[config.mk]
export PLATFORM = sky130hd
export DESIGN_NAME = ethRxTop
export DESIGN_NICKNAME = d
export VERILOG_FILES = /design/src/hdl/ethFramePkg.sv /design/src/hdl/ethMiiPkg.sv /design/src/hdl/ethRxByteAsm.sv /design/src/hdl/ethRxCounters.sv /design/src/hdl/ethRxFrameCheck.sv /design/src/hdl/ethRxStateM.sv /design/src/hdl/ethRxTop.sv
export SDC_FILE = /design/constraint.sdc
export NUM_CORES = 1
export LEC_CHECK = 0
export ABC_CLOCK_PERIOD_IN_PS = 2600
export BUFFER_PORTS_ARGS = -buffer_cell sky130_fd_sc_hd__buf_2
export CORE_ASPECT_RATIO = 2
export CORE_MARGIN = 4
export CORE_UTILIZATION = 39
export CTS_BUF_LIST = sky130_fd_sc_hd__clkbuf_4 sky130_fd_sc_hd__clkbuf_8
export DETAILED_ROUTE_END_ITERATION = 8
export PLACE_DENSITY_LB_ADDON = 0.15
export SYNTH_ARGS = -nofsm -noshare
export SYNTH_HDL_FRONTEND = slang
export SYNTH_SLANG_ARGS = --single-unit
[constraint.sdc]
create_clock -name MRxClk -period 2.6 [get_ports MRxClk]
set_clock_uncertainty 0.1 [all_clocks]
set_input_delay 0.13 -clock MRxClk [delete_from_list [all_inputs] [get_ports MRxClk]]
set_output_delay 0.13 -clock MRxClk [all_outputs]
set_load 0.01 [all_outputs]
[src/hdl/ethFramePkg.sv]
package ethFramePkg;

        // byte counter width.
        localparam int LenWidth = 16;

        // assembled receive byte, one-cycle strobe.
        typedef struct packed
        {
                logic       valid;
                logic       first;   // first data byte after sfd.
                logic [7:0] data;
        } RxByteT;

        // counter flags fed back to the FSM.
        typedef struct packed
        {
                logic maxFrame;
                logic ifgOk;
        } RxCntFlagsT;

        // end-of-frame status word.
        typedef struct packed
        {
                logic                valid;
                logic                crcError;
                logic                tooLong;
                logic [LenWidth-1:0] length;   // fcs included.
        } RxStatusT;

endpackage

[src/hdl/ethMiiPkg.sv]
package ethMiiPkg;

        // receive FSM states, one encoded register.
        typedef enum logic [2:0]
        {
                Idle     = 3'd0,
                Preamble = 3'd1,
                Sfd      = 3'd2,
                Data0    = 3'd3,
                Data1    = 3'd4,
                Drop     = 3'd5
        } RxStateT;

        // preamble nibble, 0101 on the wire.
        localparam logic [3:0] PreambleNibble = 4'h5;

        // last nibble of the start-of-frame delimiter.
        localparam logic [3:0] SfdNibble = 4'hD;

        // minimum inter-frame gap in MRxClk cycles.
        localparam logic [4:0] IfgMinCycles = 5'd24;

        // Reflected CRC-32 register contents after a good FCS has been
        // shifted through, with no final inversion applied.
        localparam logic [31:0] CrcResidue = 32'hDEBB20E3;

endpackage

[src/hdl/ethRxByteAsm.sv]
`timescale 1ns/100ps

module ethRxByteAsm
(
        input  logic                MRxClk,
        input  logic                Reset,
        input  ethMiiPkg::RxStateT  State,
        input  logic [3:0]          MRxD,
        output ethFramePkg::RxByteT RxByte
);

        logic [3:0] lowNib;
        logic [7:0] byteData;
        logic       byteValid;
        logic       byteFirst;
        logic       firstPend;

        always_ff @(posedge MRxClk)
        begin
                if (State == ethMiiPkg::Data0)
                        lowNib <= MRxD;
                if (State == ethMiiPkg::Data1)
                        byteData <= {MRxD, lowNib};   // high nibble arrives last.
        end

        always_ff @(posedge MRxClk or posedge Reset)
        begin
                if (Reset)
                begin
                        byteValid <= 1'b0;
                        byteFirst <= 1'b0;
                        firstPend <= 1'b0;
                end
                else
                begin
                        byteValid <= (State == ethMiiPkg::Data1);
                        byteFirst <= (State == ethMiiPkg::Data1) && firstPend;
                        if (State == ethMiiPkg::Sfd)
                                firstPend <= 1'b1;
                        else if (State == ethMiiPkg::Data1)
                                firstPend <= 1'b0;
                end
        end

        assign RxByte = '{
                valid: byteValid,
                first: byteFirst,
                data:  byteData
        };

endmodule

[src/hdl/ethRxCounters.sv]
`timescale 1ns/100ps

module ethRxCounters
#(
        parameter int MaxFrameLen = 1518
)
(
        input  logic                                MRxClk,
        input  logic                                Reset,
        input  ethMiiPkg::RxStateT                  State,
        output ethFramePkg::RxCntFlagsT             CntFlags,
        output logic [ethFramePkg::LenWidth-1:0]    ByteCnt
);

        localparam logic [ethFramePkg::LenWidth-1:0] MaxLen =
                MaxFrameLen[ethFramePkg::LenWidth-1:0];

        logic [ethFramePkg::LenWidth-1:0]          byteCntNext;
        logic [$bits(ethMiiPkg::IfgMinCycles)-1:0] gapCnt;
        logic [$bits(ethMiiPkg::IfgMinCycles)-1:0] gapCntNext;
        logic                                      inData;

        assign inData = (State == ethMiiPkg::Data0) || (State == ethMiiPkg::Data1);

        always_comb
        begin
                byteCntNext = ByteCnt;
                if (State == ethMiiPkg::Sfd)
                        byteCntNext = '0;
                else if ((State == ethMiiPkg::Data1) && (ByteCnt != MaxLen))
                        byteCntNext = ByteCnt + 1'b1;   // stops at the limit.
        end

        always_comb
        begin
                gapCntNext = gapCnt;
                if (inData)
                        gapCntNext = '0;
                else if (gapCnt != ethMiiPkg::IfgMinCycles)
                        gapCntNext = gapCnt + 1'b1;
        end

        // flags are taken from the next counts so they line up with the counters.
        always_ff @(posedge MRxClk or posedge Reset)
        begin
                if (Reset)
                begin
                        ByteCnt  <= '0;
                        gapCnt   <= '0;
                        CntFlags <= '0;
                end
                else
                begin
                        ByteCnt           <= byteCntNext;
                        gapCnt            <= gapCntNext;
                        CntFlags.maxFrame <= (byteCntNext == MaxLen);
                        CntFlags.ifgOk    <= (gapCntNext == ethMiiPkg::IfgMinCycles);
                end
        end

endmodule

[src/hdl/ethRxFrameCheck.sv]
`timescale 1ns/100ps

module ethRxFrameCheck
(
        input  logic                             MRxClk,
        input  logic                             Reset,
        input  ethMiiPkg::RxStateT               State,
        input  logic [3:0]                       MRxD,
        input  logic [ethFramePkg::LenWidth-1:0] ByteCnt,
        output ethFramePkg::RxStatusT            RxStatus
);

        localparam logic [31:0] CrcPoly = 32'hEDB88320;   // reflected form.

        logic [31:0] crc;
        logic [31:0] crcNext;
        logic        crcOk;
        logic        inFrame;
        logic        tooLong;

        // one nibble through the reflected crc, bit 0 first.
        function automatic logic [31:0] crcNibble(input logic [31:0] crcIn, input logic [3:0] nib);
                logic [31:0] c;
                c = crcIn;
                for (int i = 0; i < 4; i++)
                        c = (c[0] ^ nib[i]) ? ((c >> 1) ^ CrcPoly) : (c >> 1);
                return c;
        endfunction

        assign crcNext = crcNibble(crc, MRxD);

        always_ff @(posedge MRxClk)
        begin
                if (State == ethMiiPkg::Sfd)
                        crc <= '1;
                else if ((State == ethMiiPkg::Data0) || (State == ethMiiPkg::Data1))
                        crc <= crcNext;
        end

        // The check result is kept at byte boundaries, so the idle nibble seen in
        // Data0 as the carrier drops does not disturb it.
        always_ff @(posedge MRxClk or posedge Reset)
        begin
                if (Reset)
                begin
                        crcOk   <= 1'b0;
                        inFrame <= 1'b0;
                        tooLong <= 1'b0;
                end
                else
                begin
                        if (State == ethMiiPkg::Sfd)
                                crcOk <= 1'b0;
                        else if (State == ethMiiPkg::Data1)
                                crcOk <= (crcNext == ethMiiPkg::CrcResidue);
                        if (State == ethMiiPkg::Data0)
                                inFrame <= 1'b1;
                        else if (State == ethMiiPkg::Idle)
                                inFrame <= 1'b0;   // status already out.
                        if (State == ethMiiPkg::Sfd)
                                tooLong <= 1'b0;
                        else if ((State == ethMiiPkg::Drop) && inFrame)
                                tooLong <= 1'b1;
                end
        end

        assign RxStatus = '{
                valid:    inFrame && (State == ethMiiPkg::Idle),
                crcError: !crcOk,
                tooLong:  tooLong,
                length:   ByteCnt
        };

endmodule

[src/hdl/ethRxStateM.sv]
`timescale 1ns/100ps

module ethRxStateM
(
        input  logic                   MRxClk,
        input  logic                   Reset,
        input  logic                   MRxDV,
        input  logic [3:0]             MRxD,
        input  logic                   Transmitting,
        input  ethFramePkg::RxCntFlagsT CntFlags,
        output ethMiiPkg::RxStateT     State
);

        ethMiiPkg::RxStateT nextState;
        logic               nibEq5;
        logic               nibEqD;

        assign nibEq5 = (MRxD == ethMiiPkg::PreambleNibble);
        assign nibEqD = (MRxD == ethMiiPkg::SfdNibble);

        always_comb
        begin
                nextState = State;
                if (!MRxDV)
                begin
                        nextState = ethMiiPkg::Idle;   // line went quiet.
                end
                else
                begin
                        unique case (State)
                                ethMiiPkg::Idle:
                                begin
                                        if (Transmitting)
                                                nextState = ethMiiPkg::Drop;
                                        else if (nibEq5)
                                                nextState = ethMiiPkg::Sfd;
                                        else
                                                nextState = ethMiiPkg::Preamble;
                                end
                                ethMiiPkg::Preamble:
                                begin
                                        if (nibEq5)
                                                nextState = ethMiiPkg::Sfd;
                                end
                                ethMiiPkg::Sfd:
                                begin
                                        if (nibEqD && CntFlags.ifgOk)
                                                nextState = ethMiiPkg::Data0;
                                        else if (nibEqD)
                                                nextState = ethMiiPkg::Drop;   // gap too short.
                                end
                                ethMiiPkg::Data0:
                                begin
                                        if (CntFlags.maxFrame)
                                                nextState = ethMiiPkg::Drop;
                                        else
                                                nextState = ethMiiPkg::Data1;
                                end
                                ethMiiPkg::Data1:
                                        nextState = ethMiiPkg::Data0;
                                ethMiiPkg::Drop:
                                        nextState = ethMiiPkg::Drop;   // wait for end of carrier.
                                default:
                                        nextState = ethMiiPkg::Drop;
                        endcase
                end
        end

        always_ff @(posedge MRxClk or posedge Reset)
        begin
                if (Reset)
                        State <= ethMiiPkg::Drop;
                else
                        State <= nextState;
        end

endmodule

[src/hdl/ethRxTop.sv]
`timescale 1ns/100ps

module ethRxTop
#(
        parameter int MaxFrameLen = 1518
)
(
        input  logic                  MRxClk,
        input  logic                  Reset,
        input  logic                  MRxDV,
        input  logic [3:0]            MRxD,
        input  logic                  Transmitting,
        output ethFramePkg::RxByteT   RxByte,
        output ethFramePkg::RxStatusT RxStatus
);

        ethMiiPkg::RxStateT               state;
        ethFramePkg::RxCntFlagsT          cntFlags;
        logic [ethFramePkg::LenWidth-1:0] byteCnt;

        ethRxStateM iStateM
        (
                .MRxClk       (MRxClk),
                .Reset        (Reset),
                .MRxDV        (MRxDV),
                .MRxD         (MRxD),
                .Transmitting (Transmitting),
                .CntFlags     (cntFlags),
                .State        (state)
        );

        ethRxCounters
        #(
                .MaxFrameLen (MaxFrameLen)
        )
        iCounters
        (
                .MRxClk   (MRxClk),
                .Reset    (Reset),
                .State    (state),
                .CntFlags (cntFlags),
                .ByteCnt  (byteCnt)
        );

        ethRxByteAsm iByteAsm
        (
                .MRxClk (MRxClk),
                .Reset  (Reset),
                .State  (state),
                .MRxD   (MRxD),
                .RxByte (RxByte)
        );

        ethRxFrameCheck iFrameCheck
        (
                .MRxClk   (MRxClk),
                .Reset    (Reset),
                .State    (state),
                .MRxD     (MRxD),
                .ByteCnt  (byteCnt),
                .RxStatus (RxStatus)
        );

endmodule

# Yosys cells after proc, flatten, opt, wreduce, memory -nomap -nowiden
# Cells that the tools add are included.
dict set report word_totals {
  in_bits 8
  word_cells 74
  regBits 76
  out_inout_bits 29
}
dict set report classes {
  addsub 2
  eq_ne 14
  mux 24
  reduce_logical 12
  bitwise 8
}
# operator count
set ops {}
lappend ops {{$mux 32} 4}
lappend ops {{$not 13->14} 4}
lappend ops {{$eq 32x32->1 const B} 1}
lappend ops {{$mux 16} 2}
lappend ops {{$add 16x1->16 const B} 1}
lappend ops {{$eq 16x11->1 const B} 1}
lappend ops {{$ne 16x11->1 const B} 1}
lappend ops {{$mux 3} 5}
lappend ops {{$pmux 3 s5} 1}
lappend ops {{$mux 5} 2}
lappend ops {{$mux 1} 9}
lappend ops {{$eq 3x2->1 const B} 2}
lappend ops {{$eq 3x3->1 const B} 2}
lappend ops {{$reduce_bool 2->1} 3}
lappend ops {{$add 5x1->5 const B} 1}
lappend ops {{$eq 5x5->1 const B} 1}
lappend ops {{$logic_and 1x1->1} 5}
lappend ops {{$ne 5x5->1 const B} 1}
lappend ops {{$eq 4x3->1 const B} 1}
lappend ops {{$eq 4x4->1 const B} 1}
lappend ops {{$ne 4x4->1 const B} 1}
lappend ops {{$xor 1x1->1} 4}
lappend ops {{$eq 3x1->1 const B} 1}
lappend ops {{$logic_not 3->1} 1}
lappend ops {{5 further kinds} 5}

# Depth between registers and ports, before layout
# Gate-level depths: netlist (run 1).
dict set report logic_depth {
  word_depth 11
  depth_mapped 9
}

# Modules after synthesis
# A second synthesis (run 1) with hierarchy kept.
dict set report unflattened {
  cells_unflattened 443
  hier_area_um2 4222.8
}
# module n_inst seq_area_each_um2 area_per_inst_um2 cells_per_inst
set modules_own_cells {}
lappend modules_own_cells {ethRxFrameCheck 1 715.7 2040.7 242}
lappend modules_own_cells {ethRxCounters 1 575.6 1402.6 147}
lappend modules_own_cells {ethRxByteAsm 1 435.4 510.5 26}
lappend modules_own_cells {ethRxStateM 1 77.6 269.0 28}

# Worst setup path before layout (run 1)
# Ideal clock, no wire load.
dict set report synth_timing {
  kind {reg2reg}
  from {register iCounters.ByteCnt[4] in the netlist's numbering}
  to {register iCounters.CntFlags[1] (netlist name)}
  path_slack_ns 0.158
  setup_time_ns 0.101
  n_path_buf 1
  period_less_slack_ns 2.442
  path_stages_with_launch 8
  arrival_time_ns 2.241
  cell_sequence {dfrtp_1 -> or4b_2 -> nor3_1 -> a31o_2 -> clkbuf_1 -> mux2i_1 -> nand4_1 -> nor4_1}
}
dict set report synth_between {
  elab_chain_len 5
  word_cells_on_any_way 6
  cone_classes {1 x add/sub; 2 x eq/ne; 2 x mux; 1 x reduce/logical}
}
# item line
set synth_lines {}
lappend synth_lines {{from (decl)} ethRxCounters.sv:12} ;# output logic [ethFramePkg::LenWidth-1:0] ByteCnt
lappend synth_lines {{from (signal assigned)} ethRxCounters.sv:54} ;# ByteCnt <= byteCntNext;
lappend synth_lines {{parallel branches: the longest is 2 deep, another holds $add 16x1->16} --}
lappend synth_lines {{$mux 16 *} ethRxCounters.sv:30} ;# else if ((State == ethMiiPkg::Data1) && (ByteCnt != MaxLen))
lappend synth_lines {{$mux 16 *} ethRxCounters.sv:28} ;# if (State == ethMiiPkg::Sfd)
lappend synth_lines {{$eq 16x11->1 *} ethRxCounters.sv:56} ;# CntFlags.maxFrame <= (byteCntNext == MaxLen);
# Mark *: on every way between the ends.
# A chain may end at the register's enable or synchronous reset.

# Final worst setup path (run 1)
dict set report layout_timing {
  from {input MRxD[1]}
  to {register iFrameCheck.crcOk}
}
dict set report layout_between {
  elab_chain_len 9
}
# item line
set layout_lines {}
lappend layout_lines {{from (decl)} ethRxTop.sv:11} ;# input logic [3:0] MRxD,
lappend layout_lines {{$xor 1x1->1 *} ethRxFrameCheck.sv:26} ;# c = (c[0] ^ nib[i]) ? ((c >> 1) ^ CrcPoly) : (c >> 1);
lappend layout_lines {{$mux 32 *} ethRxFrameCheck.sv:26}
lappend layout_lines {{$not 13->14 (no line)} --}
lappend layout_lines {{$mux 32 *} ethRxFrameCheck.sv:26}
lappend layout_lines {{$not 13->14 (no line)} --}
lappend layout_lines {{$mux 32 *} ethRxFrameCheck.sv:26}
lappend layout_lines {{$eq 32x32->1 *} ethRxFrameCheck.sv:55} ;# crcOk <= (crcNext == ethMiiPkg::CrcResidue);
lappend layout_lines {{$mux 1 *} ethRxFrameCheck.sv:54} ;# else if (State == ethMiiPkg::Data1)
lappend layout_lines {{$mux 1 *} ethRxFrameCheck.sv:52} ;# if (State == ethMiiPkg::Sfd)
lappend layout_lines {{to (signal assigned)} ethRxFrameCheck.sv:55}
lappend layout_lines {{to (decl)} ethRxFrameCheck.sv:17} ;# logic crcOk;
# Mark *: on every way between the ends. The rest lies on a longest branch, timed or not. The select of a mux whose other input is x is not followed.

==> results of run 1 <==
-- critical path, cell delays in order --
cell and delay [ns]:
dlygate4sd3_1 0.53, buf_2 0.17, xor2_4 0.39, xnor2_4 0.17, xnor2_2 0.21, or4b_1 0.48
a221o_1 0.32, o31ai_2 0.20
-- path summary, 6_finish.rpt --
| kind | slack, ns | cells after the start | end |
|---|---|---|---|
| min in group asynchronous | 0.31 | 4 | iStateM.State[1] |
| worst min register to register | 0.32 | 0 | iByteAsm.byteData[1] |
| worst max register to register | 0.21 | 7 | iFrameCheck.crcOk |
| worst min-delay path | 0.03 | 1 | iByteAsm.lowNib[3] |
| worst max-delay path | 0.15 | 8 | iFrameCheck.crcOk |
| max in group asynchronous | 1.75 | 4 | iStateM.State[2] |
-- Yosys cell counts (2+ instances only) --
master,number
nand2_1,60
nor2_1,39
dfxtp_1,32
dfrtp_1,30
xnor2_1,30
nand3_1,21
o211ai_1,20
xor2_1,20
o21ai_0,19
clkbuf_1,16
edfxtp_1,12
inv_1,12
nand4_1,10
a21oi_1,7
nor3_1,7
and2_1,6
ha_1,6
nor4_1,6
nor2b_1,5
and3_1,4
buf_4,4
a31oi_1,3
nor3b_1,3
xnor2_4,3
a211oi_1,2
buf_2,2
dfstp_2,2
mux2i_1,2
nand2b_1,2
nand3b_1,2
nand4b_1,2
or2_2,2
or3_1,2
or4_1,2
xnor2_2,2
-- layer usage --
layer / wire, um / part of all wire / vias to the layer above
met1: 3602 / 0.37 / 1497
met2: 5444 / 0.56 / 52
met4: 418 / 0.043 / 0
met3: 259 / 0.027 / 21
li1: - / - / 1540
met5: 0 / 0 / -
-- flip-flops by register name, indices dropped and copies added, names as in the netlist --
register and count:
iByteAsm.byteFirst 1, iFrameCheck.crc 32, iFrameCheck.inFrame 1, iStateM.State 3, iByteAsm.lowNib 4, iByteAsm.byteValid 1
iFrameCheck.tooLong 1, iByteAsm.byteData 8, iCounters.CntFlags 2, iByteAsm.firstPend 1, iFrameCheck.crcOk 1, iCounters.gapCnt 5
iCounters.ByteCnt 16
-- report_power, final --
part           total (W)  internal (W)  switching (W)
logic            0.00285       0.00127        0.00158
clock network   0.000868      0.000444       0.000424
registers        0.00202       0.00164       0.000382
total            0.00574       0.00335        0.00238
-- cell type report --
class                      count  area share
inverter                      13     0.01057
sequential                    76      0.3910
timing repair buffer          64     0.09002
clock buffer                  10     0.02847
multi-input combinational    307      0.4322
clock inverter                 6     0.01193
tap                          132     0.03579
-- per-stage QoR --
step	cells	power (W)
global placement	586	0.004879
finish	608	0.005736
detailed placement	586	0.004906
global route	608	0.006236
CTS	607	0.005821
floorplan	419	0.004104
-- cells by family (layout without fill, tap and decap cells) --
| logic type | Yosys count | after routing |
|---|---|---|
| multiplexers | 2 | 2 |
| AO/OA/AOI/OAI | 62 | 62 |
| adder cells (fa/ha/maj) | 6 | 6 |
| AND/OR/NAND/NOR | 180 | 180 |
| buffers and inverters | 36 | 93 |
| XOR/XNOR | 57 | 57 |
| flip-flops | 76 | 76 |
-- repair_timing --
item / CTS / global route
buffers inserted: 0 / 1
hold buffers: 5 / 0
endpoints found under the hold margin: 39 / 0
gates resized for setup: 0 / 1
endpoints found under the setup margin: 0 / 1
==> reports/qor.yml, run 1 <==
synth:
  yosys_warnings: 0
  synth_edf_count: 12
  synth_compound_area_frac: 0.1039
  synth_xor_area_frac: 0.1516
  synth_fp_nets: 433
  synthMuxAreaShare: 0.005084
  synth_largest_area_cell: "dfrtp_1"
  yosys.area.top_type_share: 0.1907
  synthArstFlopShare: 0.4211
  synth_seq_cells: 76
  syn_avg_cell_area_um2: 9.397
  synth_top_family_by_area: "simple AND/OR/NAND/NOR gates"
  synth_cells: 419
  synthAdderAreaFrac: 0.01907
  netlist_area_um2: 3938
  ys_types: 57
  ys_seq_area_frac: 0.4582
  synth-main-ff-cell: "dfxtp_1"
  synth_area_leaders: "dfrtp_1 (19%), dfxtp_1 (16%), edfxtp_1 (9.2%)"
  yosys.area_share.simple: 0.2234
global_route:
  busiest_layer: "met2"
  grt_use_met3: 0.02934
  gr-total-overflow: 0
  gr-usage-met1: 0.1756
  antenna_found_initial: 0
  grt_pass1_wl_um: 15840
  grtUsageMet2: 0.3277
  grt_max_degree: 54
  grt_pass1_vias: 3186
  grt_use_total: 0.1753
outcome:
  run_status: "finished clean"
power_and_ir_drop:
  p_per_area_nw_per_um2: 1243
  ir_drop_mv: 0.6370
  leakage_nw: 2.002
critical_path:
  cp.arrival_ns: 2.61
  critPathLaunch: "MRxD[1]"
  critical_path_class: "in2reg"
  worst_setup_path_end_kind: "flip-flop"
  critical_path_required_ns: 2.76
  r2r_start: "iFrameCheck.crc[3]"
  worstPathMaxFanout: 8
  cp-start-kind: "primary input"
floorplan:
  die_height_um: 150.1
  core_area_um2: 9827
  dieArea_um2: 11870
  die_x_um: 79.05
  io_pins: 37
  initial_core_util: 0.4007
  row_count: 51
timing:
  setup_tns_ns: 0
  finalHoldViolCount: 0
  slew_viol_final: 0
  fin_crit_ns: 2.448
  max_freq_mhz: 408.6
  maxSlewHeadroom: 0.6815
  whs_ns: 0.03213
  worst_slack_ns: 0.1525
  rsz0062_at_grt: "no"
  finalSetupViolations: 0
  worst_pin_slew_ns: 0.4761
  post-route-period-util: 0.9414
clock_network:
  path_clk_slew_ns: 0.07
  cts_made_buffers: 9
  ctsLongestPathBuffers: 2
  clk_latency_ns: 0.35
  cts_tree: "done"
  cts_root_buf: "clkbuf_8"
  cts_max_level: 3
  cts.sinks: 76
worst_hold_path:
  min_from: "MRxD[3]"
  hold_class: "in2reg"
placement:
  finalWeightedCongestion: 0.8413
  place_area_um2: 4364
  portBuffers: 36
  dp_slack_ns: 0.1489
  hpwl_um: 7146
final_layout:
  utilization: 0.4696
  final_area_um2: 4614
  area_growth_pct: 17.19
  drive_gt1_frac: 0.1954
  fill_cells: 1020
  layout_common_cells: "nand2_1 (60), nor2_1 (38), buf_2 (36), dfxtp_1 (32)"
  layout.nets: 485
  final_common_cell: "nand2_1"
  multi_input_area_um2: 1994
  antennaDiodeCount: 0
  regArea_um2: 1804
route:
  wl_um: 9724
  vias_per_cell: 5.115
  drt-initial-drc-count: 130
  vias: 3110
  first_pass_iters: 4
  post-route-drc-count: 0
  antenna_left: 0
  wl_per_cell_um: 15.99
job:
  drv_cap: 0
Power figures use the tool's default switching activity.
==> run 2: changes to the inputs <==
CORE_ASPECT_RATIO = 0.8   (was 2)
GPL_ROUTABILITY_DRIVEN = 1   (was not set)
==> run 2 against run 1 <==
  * Routed wire length fell by 7.6%
  * Core utilization is 0.93 points higher
  * Die area fell by 0.74%
  * Fmax increased by 2.8%
  * Clock power rose by 38%
  * Critical path depth shrank 2
  * Cell count shrank 0.33%
  * Via count fell by 0.68%
==> reports/qor.yml, run 2 (synthesized netlist as in run 1, its figures left out) <==
job:
  drv_cap: 0  # unchanged
floorplan:
  io_pins: 37  # unchanged
  die_height_um: 97.87  # -35%
  core_area_um2: 9729  # -0.99%
  row_count: 32  # -37%
  dieArea_um2: 11780  # -0.74%
  initial_core_util: 0.4047  # +0.004019
  die_x_um: 120.3  # +52%
global_route:
  gr-total-overflow: 0  # unchanged
  grt_use_total: 0.1630  # -0.01228
  grt_pass1_wl_um: 15270  # -3.6%
  grt_max_degree: 54  # unchanged
  antenna_found_initial: 0  # unchanged
  grt_pass1_vias: 2989  # -6.2%
critical_path:
  cp.arrival_ns: 2.54  # -0.07 ns
  critical_path_required_ns: 2.76  # about the same
  crit_slowest_cell: "or4b_2"
  slowest_delay_ns: 0.67  # +0.14 ns
  critPathLaunch: "iCounters.ByteCnt[12]"
  cp_cell_sequence: "or4b_2 > nor3_2 > a31o_2 > mux2i_1 > nand4_1 > nor4_1"
  r2r_start: "iCounters.ByteCnt[12]"
  cp-start-kind: "flip-flop"
  critical_path_class: "reg2reg"
  worst_setup_path_end_kind: "flip-flop"
  worstPathMaxFanout: 8  # unchanged
  crit_buf_inv: 0  # -2
  cp_top_family: "simple AND/OR/NAND/NOR gates"
timing:
  setup_tns_ns: 0  # unchanged
  fin_crit_ns: 2.380  # -0.06781 ns
  maxSlewHeadroom: 0.7189  # +0.03743
  max_freq_mhz: 420.2  # +2.8%
  worst_pin_slew_ns: 0.4212  # -0.05489 ns
  rsz0062_at_grt: "no"
  post-route-period-util: 0.9153  # -0.02608
  finalHoldViolCount: 0  # unchanged
  finalSetupViolations: 0  # unchanged
  slew_viol_final: 0  # unchanged
final_layout:
  fill_cells: 928  # -9.0%
  finalNonFillerCells: 606  # -0.33%
  area_growth_pct: 18.33
  antennaDiodeCount: 0  # unchanged
  reg_top3: "iFrameCheck.crc (32), iCounters.ByteCnt (16), iByteAsm.byteData (8)"
  layout_common_cells: "nand2_1 (60), nor2_1 (38), buf_2 (36), dfxtp_1 (32)"
  regArea_um2: 1804  # unchanged
  largest_reg_flops: 32  # unchanged
  largest_register: "iFrameCheck.crc"
  final_common_cell: "nand2_1"
  drive_gt1_frac: 0.1936  # -0.001761
  layout.nets: 479  # -1.2%
  multi_input_area_um2: 2001  # +0.31%
placement:
  placedCellCount: 585  # -0.17%
  portBuffers: 36  # unchanged
  hpwl_um: 6288  # -12%
  finalWeightedCongestion: 0.8482  # +0.82%
route:
  wl_um: 8984  # -7.6%
  vias_per_cell: 5.097  # -0.35%
  antenna_left: 0  # unchanged
  post-route-drc-count: 0  # unchanged
  first_pass_iters: 4  # unchanged
  drt-initial-drc-count: 172  # +32%
  wl_per_cell_um: 14.83  # -7.3%
  vias: 3089  # -0.68%
power_and_ir_drop:
  p_per_area_nw_per_um2: 1310  # +5.4%
  leakage_nw: 2.009  # +0.38%
  ir_drop_mv: 0.4484  # -30%
clock_network:
  cts_made_buffers: 9  # unchanged
  clk_latency_ns: 0.36  # about the same
  cts_max_level: 3  # unchanged
  cts.sinks: 76  # unchanged
  cts_root_buf: "clkbuf_8"
  ctsLongestPathBuffers: 2  # unchanged
  path_clk_slew_ns: 0.08  # about the same
  cts_tree: "done"
outcome:
  run_status: "finished clean"
worst_hold_path:
  hold_class: "in2reg"
  min_from: "MRxD[0]"
==> run 2: report_power, final <==
group | internal (W) | switching, W | total (W) | leakage [nW]
Combinational | 0.00128 | 0.00159 | 0.00287 | 1.08
Clock | 0.000747 | 0.000458 | 0.00120 | 0.130
Sequential | 0.00164 | 0.000388 | 0.00203 | 0.803
Total | 0.00366 | 0.00244 | 0.00610 | 2.01
==> run 2: metal layers <==
layer  part of all wire  GRT usage  vias up  routed length (um)
met2               0.43     0.2258       63                3902
met5                  0          0        -                   0
met1               0.50     0.2452     1472                4471
met3              0.052    0.03764       16                 466
met4              0.016    0.06272        0                 144
li1                   -          -     1538                   -
==> run 2: final cells by class <==
| type | instances | area share |
|---|---|---|
| sequential | 76 | 0.3872 |
| tap | 136 | 0.03652 |
| clock buffer | 10 | 0.02820 |
| timing repair buffer | 58 | 0.07895 |
| multi-input combinational | 307 | 0.4294 |
| clock inverter | 6 | 0.02927 |
| inverter | 13 | 0.01047 |
==> run 2: path summary, 6_finish.rpt <==
path                                         endpoint  slack (ns)  cells past startpoint
worst max register to register  iCounters.CntFlags[1]        0.22                      6
min in group asynchronous           iFrameCheck.crcOk        0.16                      3
worst min register to register   iByteAsm.byteData[0]        0.32                      0
max in group asynchronous            iStateM.State[2]        1.54                      4
worst min-delay path             iByteAsm.byteData[4]        0.02                      1
worst max-delay path            iCounters.CntFlags[1]        0.22                      6
==> run 2: stage by stage <==
stage / setup slack [ns] / util / hold slack (ns) / instance area [um2] / total power [W]
floorplan: 0.1580 / - / 0.1185 / 3938 / 0.004104
global placement: 0.2381 / 0.4452 / 0.01560 / 4332 / 0.004837
detailed placement: 0.1796 / 0.4452 / 0.01664 / 4332 / 0.004905
CTS: 0.1294 / 0.4769 / 0.005837 / 4639 / 0.006134
global route: 0.06707 / 0.4789 / 0.009177 / 4659 / 0.006592
finish: 0.2203 / 0.4789 / 0.01759 / 4659 / 0.006102
==> run 2: what timing repair did <==
| action | 4_1_cts | 5_1_grt |
|---|---|---|
| setup buffers | 0 | 1 |
| setup endpoints to repair | 0 | 2 |
| endpoints found under the hold margin | 13 | 0 |
| hold buffers | 4 | 0 |
| gates resized for setup | 0 | 2 |
